<file path="config.mk">
export PLATFORM = sky130hd
export DESIGN_NAME = controlUnit
export DESIGN_NICKNAME = d
export VERILOG_FILES = /design/src/verilog/ctrlPkg.sv /design/src/verilog/phaseIf.sv /design/src/verilog/instrDecoder.sv /design/src/verilog/phaseSequencer.sv /design/src/verilog/controlWordGen.sv /design/src/verilog/controlUnit.sv
export VERILOG_INCLUDE_DIRS = /design/src /design/src/verilog
export SDC_FILE = /design/constraint.sdc
export NUM_CORES = 1
export LEC_CHECK = 0
export BUFFER_PORTS_ARGS = -buffer_cell sky130_fd_sc_hd__buf_2
export CAP_MARGIN = 20
export CORE_UTILIZATION = 39
export DETAILED_ROUTE_END_ITERATION = 7
export PLACE_DENSITY = 0.8
export SYNTH_ARGS = -nofsm -noshare
export SYNTH_HDL_FRONTEND = slang
export SYNTH_SLANG_ARGS = --single-unit
</file>
<file path="constraint.sdc">
create_clock -name clk -period 1.63 [get_ports clk]
set_input_delay 0.326 -clock clk [delete_from_list [all_inputs] [get_ports clk]]
set_output_delay 0.326 -clock clk [all_outputs]
set_load 0.01 [all_outputs]
</file>
<file path="src/verilog/ctrl_settings.svh">
`ifndef CTRL_SETTINGS_SVH
`define CTRL_SETTINGS_SVH

// Instruction field and step counter widths
`define OPCODE_W 6
`define STEP_W 2

// Cycles spent in each phase
`define FETCH_STEPS 4
`define DECODE_STEPS 3
`define EXEC_STEPS 3

// Kept instruction codes
`define OPCODE_RTYPE 6'b000000
`define FUNCT_ADD 6'b100000
`define FUNCT_SUB 6'b100010
`define FUNCT_AND 6'b100100

// ALU source A mux
`define SEL_SRCA_PC 2'b00
`define SEL_SRCA_REGA 2'b10

// ALU source B mux
`define SEL_SRCB_REGB 3'b000
`define SEL_SRCB_FOUR 3'b001
`define SEL_SRCB_OFFSET 3'b010

// PC source mux
`define SEL_PC_ALU 3'b010
`define SEL_PC_EXCEPT 3'b011

// Register file write port muxes
`define SEL_DST_RD 2'b01
`define SEL_MEM_ALUOUT 3'b011

// Exception cause codes
`define CAUSE_OPCODE 2'b00
`define CAUSE_OVERFLOW 2'b01

`endif

</file>
<file path="src/verilog/ctrlPkg.sv">
package ctrlPkg;

    // Sequencer phases
    typedef enum logic [2:0] {
        resetPhase    = 3'd0,
        fetchPhase    = 3'd1,
        decodePhase   = 3'd2,
        execPhase     = 3'd3,
        overflowPhase = 3'd4,
        unknownPhase  = 3'd5
    } phaseT;

    // Decoded instruction class
    typedef enum logic [1:0] {
        addClass     = 2'd0,
        subClass     = 2'd1,
        andClass     = 2'd2,
        unknownClass = 2'd3
    } instrClassT;

    // Encoding seen by the ALU on aluOperation
    typedef enum logic [2:0] {
        aluAdd = 3'd1,
        aluSub = 3'd2,
        aluAnd = 3'd3
    } aluOpT;

endpackage

</file>
<file path="src/verilog/phaseIf.sv">
`timescale 1ns/100ps

`include "ctrl_settings.svh"

interface phaseIf (
    input logic clk
);
    import ctrlPkg::*;

    phaseT phase;
    logic [`STEP_W-1:0] step;
    instrClassT instrClass;
    aluOpT aluOp;

    // Registered sequencer state
    modport sequencer (
        input  clk,
        output phase, step, instrClass, aluOp
    );

    modport generator (
        input clk, phase, step, instrClass, aluOp
    );

endinterface

</file>
<file path="src/verilog/instrDecoder.sv">
`timescale 1ns/100ps

`include "ctrl_settings.svh"

module instrDecoder (
    input  logic [`OPCODE_W-1:0] opcode,
    input  logic [`OPCODE_W-1:0] funct,
    output ctrlPkg::instrClassT instrClass,
    output ctrlPkg::aluOpT aluOp
);
    import ctrlPkg::*;

    // Only register-format instructions are kept
    always_comb begin
        instrClass = unknownClass;
        if (opcode == `OPCODE_RTYPE) begin
            case (funct)
                `FUNCT_ADD: begin
                    instrClass = addClass;
                end
                `FUNCT_SUB: begin
                    instrClass = subClass;
                end
                `FUNCT_AND: begin
                    instrClass = andClass;
                end
                default: begin
                    instrClass = unknownClass;
                end
            endcase
        end
    end

    // Unknown class never reaches execute
    always_comb begin
        case (instrClass)
            subClass: begin
                aluOp = aluSub;
            end
            andClass: begin
                aluOp = aluAnd;
            end
            default: begin
                aluOp = aluAdd;
            end
        endcase
    end

endmodule

</file>
<file path="src/verilog/phaseSequencer.sv">
`timescale 1ns/100ps

`include "ctrl_settings.svh"

module phaseSequencer (
    input  logic clk,
    input  logic reset,
    input  ctrlPkg::instrClassT instrClass,
    input  ctrlPkg::aluOpT aluOp,
    input  logic overflow,
    output logic resetOut,
    phaseIf.sequencer seq
);
    import ctrlPkg::*;

    localparam logic [`STEP_W-1:0] FETCH_LAST = `STEP_W'(`FETCH_STEPS - 1);
    localparam logic [`STEP_W-1:0] DECODE_LAST = `STEP_W'(`DECODE_STEPS - 1);
    localparam logic [`STEP_W-1:0] EXEC_LAST = `STEP_W'(`EXEC_STEPS - 1);
    // Execute step where the ALU flags are valid
    localparam logic [`STEP_W-1:0] OVF_STEP = `STEP_W'(1);

    phaseT phaseQ;
    logic [`STEP_W-1:0] stepQ;
    instrClassT classQ;
    aluOpT opQ;
    logic overflowTrap;
    logic [`STEP_W:0] stepBound;

    // AND ignores the overflow flag
    assign overflowTrap = overflow && (classQ == addClass || classQ == subClass);

    always_ff @(posedge clk) begin
        if (reset) begin
            phaseQ <= resetPhase;
            stepQ <= '0;
        end else begin
            case (phaseQ)
                fetchPhase: begin
                    if (stepQ == FETCH_LAST) begin
                        phaseQ <= decodePhase;
                        stepQ <= '0;
                    end else begin
                        stepQ <= stepQ + 1'b1;
                    end
                end
                decodePhase: begin
                    if (stepQ == DECODE_LAST) begin
                        phaseQ <= (instrClass == unknownClass) ? unknownPhase : execPhase;
                        stepQ <= '0;
                    end else begin
                        stepQ <= stepQ + 1'b1;
                    end
                end
                execPhase: begin
                    if (stepQ == OVF_STEP && overflowTrap) begin
                        phaseQ <= overflowPhase;
                        stepQ <= '0;
                    end else if (stepQ == EXEC_LAST) begin
                        phaseQ <= fetchPhase;
                        stepQ <= '0;
                    end else begin
                        stepQ <= stepQ + 1'b1;
                    end
                end
                default: begin
                    // Reset and both traps fall through to fetch
                    phaseQ <= fetchPhase;
                    stepQ <= '0;
                end
            endcase
        end
    end

    // Instruction held for execute
    always_ff @(posedge clk) begin
        if (phaseQ == decodePhase && stepQ == DECODE_LAST) begin
            classQ <= instrClass;
            opQ <= aluOp;
        end
    end

    assign resetOut = (phaseQ == resetPhase);

    assign seq.phase = phaseQ;
    assign seq.step = stepQ;
    assign seq.instrClass = classQ;
    assign seq.aluOp = opQ;

    always_comb begin
        case (phaseQ)
            fetchPhase: begin
                stepBound = (`STEP_W+1)'(`FETCH_STEPS);
            end
            decodePhase: begin
                stepBound = (`STEP_W+1)'(`DECODE_STEPS);
            end
            execPhase: begin
                stepBound = (`STEP_W+1)'(`EXEC_STEPS);
            end
            default: begin
                stepBound = (`STEP_W+1)'(1);
            end
        endcase
    end

    stepInRange: assert property (@(posedge clk) disable iff (reset)
        {1'b0, stepQ} < stepBound);

    // Traps are single cycle and return to fetch
    trapOneCycle: assert property (@(posedge clk) disable iff (reset)
        (phaseQ == overflowPhase || phaseQ == unknownPhase) |=> phaseQ == fetchPhase);

endmodule

</file>
<file path="src/verilog/controlWordGen.sv">
`timescale 1ns/100ps

`include "ctrl_settings.svh"

module controlWordGen (
    phaseIf.generator seq,
    output logic [2:0] iorD,
    output logic [1:0] causeControl,
    output logic memWr,
    output logic irWrite,
    output logic [1:0] regDst,
    output logic [2:0] memToReg,
    output logic regWr,
    output logic writeA,
    output logic writeB,
    output logic [1:0] aluSrcA,
    output logic [2:0] aluSrcB,
    output ctrlPkg::aluOpT aluOperation,
    output logic aluOutWrite,
    output logic [2:0] pcSource,
    output logic pcWrite,
    output logic epcWrite
);
    import ctrlPkg::*;

    always_comb begin
        // Memory is always addressed by PC and never written
        iorD = 3'b000;
        memWr = 1'b0;
        causeControl = `CAUSE_OPCODE;
        irWrite = 1'b0;
        regDst = 2'b00;
        memToReg = 3'b000;
        regWr = 1'b0;
        writeA = 1'b0;
        writeB = 1'b0;
        aluSrcA = `SEL_SRCA_PC;
        aluSrcB = `SEL_SRCB_FOUR;
        aluOperation = aluAdd;
        aluOutWrite = 1'b0;
        pcSource = `SEL_PC_ALU;
        pcWrite = 1'b0;
        epcWrite = 1'b0;

        case (seq.phase)
            fetchPhase: begin
                // PC + 4 settles over the first steps
                if (seq.step == `STEP_W'(`FETCH_STEPS - 1)) begin
                    irWrite = 1'b1;
                    pcWrite = 1'b1;
                end
            end
            decodePhase: begin
                // Branch target precomputed into ALU-out
                aluSrcB = `SEL_SRCB_OFFSET;
                if (seq.step != `STEP_W'(`DECODE_STEPS - 1)) begin
                    writeA = 1'b1;
                    writeB = 1'b1;
                    aluOutWrite = 1'b1;
                end
            end
            execPhase: begin
                aluSrcA = `SEL_SRCA_REGA;
                aluSrcB = `SEL_SRCB_REGB;
                aluOperation = seq.aluOp;
                if (seq.step == '0) begin
                    aluOutWrite = 1'b1;
                end
                if (seq.step == `STEP_W'(`EXEC_STEPS - 1)) begin
                    regDst = `SEL_DST_RD;
                    memToReg = `SEL_MEM_ALUOUT;
                    regWr = (seq.instrClass != unknownClass);
                end
            end
            overflowPhase: begin
                // EPC takes PC - 4 from the ALU
                aluOperation = aluSub;
                causeControl = `CAUSE_OVERFLOW;
                pcSource = `SEL_PC_EXCEPT;
                pcWrite = 1'b1;
                epcWrite = 1'b1;
            end
            unknownPhase: begin
                aluOperation = aluSub;
                causeControl = `CAUSE_OPCODE;
                pcSource = `SEL_PC_EXCEPT;
                pcWrite = 1'b1;
                epcWrite = 1'b1;
            end
            default: begin
                // Reset phase keeps every enable low
                aluOperation = aluAdd;
            end
        endcase
    end

    // A trapped instruction must not commit its result
    noWriteOnTrap: assert property (@(posedge seq.clk) !(regWr && epcWrite));

    irLoadAdvancesPc: assert property (@(posedge seq.clk) irWrite |-> pcWrite);

endmodule

</file>
<file path="src/verilog/controlUnit.sv">
`timescale 1ns/100ps

`include "ctrl_settings.svh"

module controlUnit (
    input  logic clk,
    input  logic reset,
    input  logic [`OPCODE_W-1:0] opcode,
    input  logic [`OPCODE_W-1:0] funct,
    input  logic overflow,
    output logic [2:0] iorD,
    output logic [1:0] causeControl,
    output logic memWr,
    output logic irWrite,
    output logic [1:0] regDst,
    output logic [2:0] memToReg,
    output logic regWr,
    output logic writeA,
    output logic writeB,
    output logic [1:0] aluSrcA,
    output logic [2:0] aluSrcB,
    output ctrlPkg::aluOpT aluOperation,
    output logic aluOutWrite,
    output logic [2:0] pcSource,
    output logic pcWrite,
    output logic epcWrite,
    output logic resetOut
);
    import ctrlPkg::*;

    instrClassT decodedClass;
    aluOpT decodedOp;

    phaseIf phaseBus (
        .clk(clk)
    );

    instrDecoder decoder (
        .opcode(opcode),
        .funct(funct),
        .instrClass(decodedClass),
        .aluOp(decodedOp)
    );

    phaseSequencer sequencer (
        .clk(clk),
        .reset(reset),
        .instrClass(decodedClass),
        .aluOp(decodedOp),
        .overflow(overflow),
        .resetOut(resetOut),
        .seq(phaseBus.sequencer)
    );

    controlWordGen wordGen (
        .seq(phaseBus.generator),
        .iorD(iorD),
        .causeControl(causeControl),
        .memWr(memWr),
        .irWrite(irWrite),
        .regDst(regDst),
        .memToReg(memToReg),
        .regWr(regWr),
        .writeA(writeA),
        .writeB(writeB),
        .aluSrcA(aluSrcA),
        .aluSrcB(aluSrcB),
        .aluOperation(aluOperation),
        .aluOutWrite(aluOutWrite),
        .pcSource(pcSource),
        .pcWrite(pcWrite),
        .epcWrite(epcWrite)
    );

endmodule

</file>
==> flow_summary.json <==
{
  "critPathCaptureType": "output port",
  "drt-total-wl_mm": 1.90,
  "cts_buffers": 3,
  "synth_edf_count": 4,
  "viasPerCell": 5.06,
  "cts_root_buf": "clkbuf_4",
  "port_buffers": 32,
  "fin_worst_skew_ns": 0.00552,
  "synth_area_sq_um": 783,
  "hold_buffers": 0,
  "dp_hpwl_mm": 1.38,
  "p_per_area_nw_per_um2": 598,
  "layout_common_cells": "32 x buf_2, 12 x conb_1, 9 x buf_4",
  "holdCritPathClass": "input pin to flop",
  "antenna_found_initial": 0,
  "drc_errors": 0,
  "via_count": 759,
  "synth_top_flop_cell": "dfxtp_1",
  "rows": 15,
  "status": "finished with violations",
  "gp_congestion": 0.799,
  "wl_per_cell_um": 12.7,
  "critPathMaxFanout": 3,
  "first_iter_violations": 11,
  "worstPathRequired_ns": 1.30,
  "period_share_pct": 101,
  "violations": "negative setup slack",
  "dp_slack_ns": -0.161,
  "synthArstFlopShare_pct": 0,
  "grt_usage_pct": 19.6,
  "post-route-cell-area_sq_um": 1050,
  "die_height_um": 46.8,
  "avgSynthCellArea_sq_um": 9.00,
  "drv_cap": 0,
  "grt_overflow": 0,
  "area_growth_pct": 34.5,
  "dr.pass1.iters": 4,
  "initial_core_util_pct": 43.5,
  "placed_area_sq_um": 911,
  "cts.sinks": 9,
  "fin_tns_setup_ns": -0.0230,
  "setup_viol": 3,
  "ir_worst_vdd_mv": 0.357,
  "rsz0062_at_grt": "yes",
  "drive_gt1_share_pct": 52.0,
  "clockBufferDepth": 2,
  "htreeDepth": 1,
  "drv_slew": 0,
  "die_x_um": 46.8,
  "synth_cell_types": 32,
  "io_pins": 45,
  "final.setup.worst_slack_ns": -0.0166,
  "insertion_delay_ns": 0.27,
  "yosys_warnings": 0,
  "coreArea_sq_um": 1800,
  "power_leakage_nw": 0.533,
  "dieArea_sq_um": 2190,
  "nNetsFinal": 149,
  "fmax_mhz": 607,
  "ant_nets": 0,
  "grt_max_degree": 9,
  "finalHoldViolations": 0,
  "path_clk_slew_ns": 0.06,
  "netlist_instances": 87,
  "synth.yosys.seq_area_share_pct": 28.1,
  "crit_arrival_ns": 1.32,
  "cts_tree": "built",
  "layout_commonest_cell": "buf_2",
  "min_period_ns": 1.65,
  "grt_pass1_vias": 692,
  "synth_seq_cells": 9,
  "crit_type": "flop to output port",
  "antenna_cells": 0,
  "critPathLaunchType": "flop",
  "grt_pass1_wl_mm": 2.83
}
[layer usage]
layer  GRT usage (%)  up-vias  wire length, um
met5               0        -                0
met4            20.0        0              114
met3            5.77       17              140
met2            34.4       59              924
met1            17.1      337              719
li1                -      346                -
[Yosys cell counts (all sizes together), types with 2 or more instances]
cell type	instances	area (sq um)
dfxtp	5	100
edfxtp	4	120
nand2	2	7.51
nand2b	2	15.0
nor2	6	22.5
a21oi	4	20.0
a2bb2oi	2	17.5
buf	18	139
ha	8	100
nor4	5	37.5
and2	3	18.8
conb	2	7.51
nor3b	2	25.0
inv	7	26.3
nor3	3	20.0
or2	3	18.8
[final timing paths]
kind	from	to	slack [ns]	cells after the start
worst max-delay path	sequencer.seq.step[0]$_SDFF_PP0_	pcWrite	-0.02	4
worst min register to register	sequencer.seq.phase[2]$_SDFFE_PP0P_	sequencer.seq.step[1]$_SDFF_PP0_	0.60	2
worst min-delay path	reset	sequencer.seq.phase[0]$_SDFFE_PP0P_	0.29	2
worst max register to register	sequencer.seq.phase[2]$_SDFFE_PP0P_	sequencer.seq.aluOp[1]$_DFFE_PP_	0.23	3
[report_power, final]
group / switching [mW] / internal, mW / leakage (nW)
Clock: 0.0890 / 0.0948 / 0.0150
Combinational: 0.104 / 0.0915 / 0.434
Sequential: 0.0100 / 0.241 / 0.0841
Total: 0.203 / 0.428 / 0.533
[flip-flops by register name, indices dropped and copies added, names as in the netlist]
| signal | count |
|---|---|
| sequencer.seq.phase | 3 |
| sequencer.seq.instrClass | 2 |
| sequencer.seq.step | 2 |
| sequencer.seq.aluOp | 2 |
[repair_timing]
action / in CTS / in global routing
gates resized for setup: 16 / 6
buffers inserted: 4 / 1
setup endpoints to repair: 10 / 7
pin swaps: 2 / 0
gates cloned: 0 / 0
[worst max-delay path, stage by stage (launching register included)]
cell	delay, ns
dfxtp_4	0.36
ha_2	0.20
and2_4	0.17
or2_1	0.19
buf_2	0.13
[kinds of logic (layout without fill, tap and decap cells)]
kind of cell	count (synthesis)	count (layout)	share of synthesized area, %
flip-flops	9	9	28.1
other	2	12	0.959
AND/OR/NAND/NOR	33	33	28.0
AO/OA/AOI/OAI	9	9	7.83
buffers and inverters	25	53	21.1
multiplexers	1	1	1.28
adder cells (fa/ha/maj)	8	8	12.8
[area by class of cell]
class	instances	area, sq um
Multi-Input combinational cell	63	499
Fill cell	177	748
Timing Repair Buffer	42	239
Sequential cell	9	229
Tap cell	25	31.3
Inverter	7	28.8
Clock buffer	4	26.3
[through the flow]
| step | instances | util, % | hold WS, ns | power [mW] |
|---|---|---|---|---|
| after floorplan | 97 | - | 0.397 | 0.378 |
| after global placement | 141 | 50.6 | 0.550 | 0.411 |
| after detailed placement | 141 | 50.6 | 0.556 | 0.419 |
| after CTS | 149 | 56.5 | 0.272 | 0.617 |
| after global routing | 150 | 58.5 | 0.282 | 0.659 |
| final | 150 | 58.5 | 0.288 | 0.630 |
Note: power is estimated with default switching activity, not from simulation.
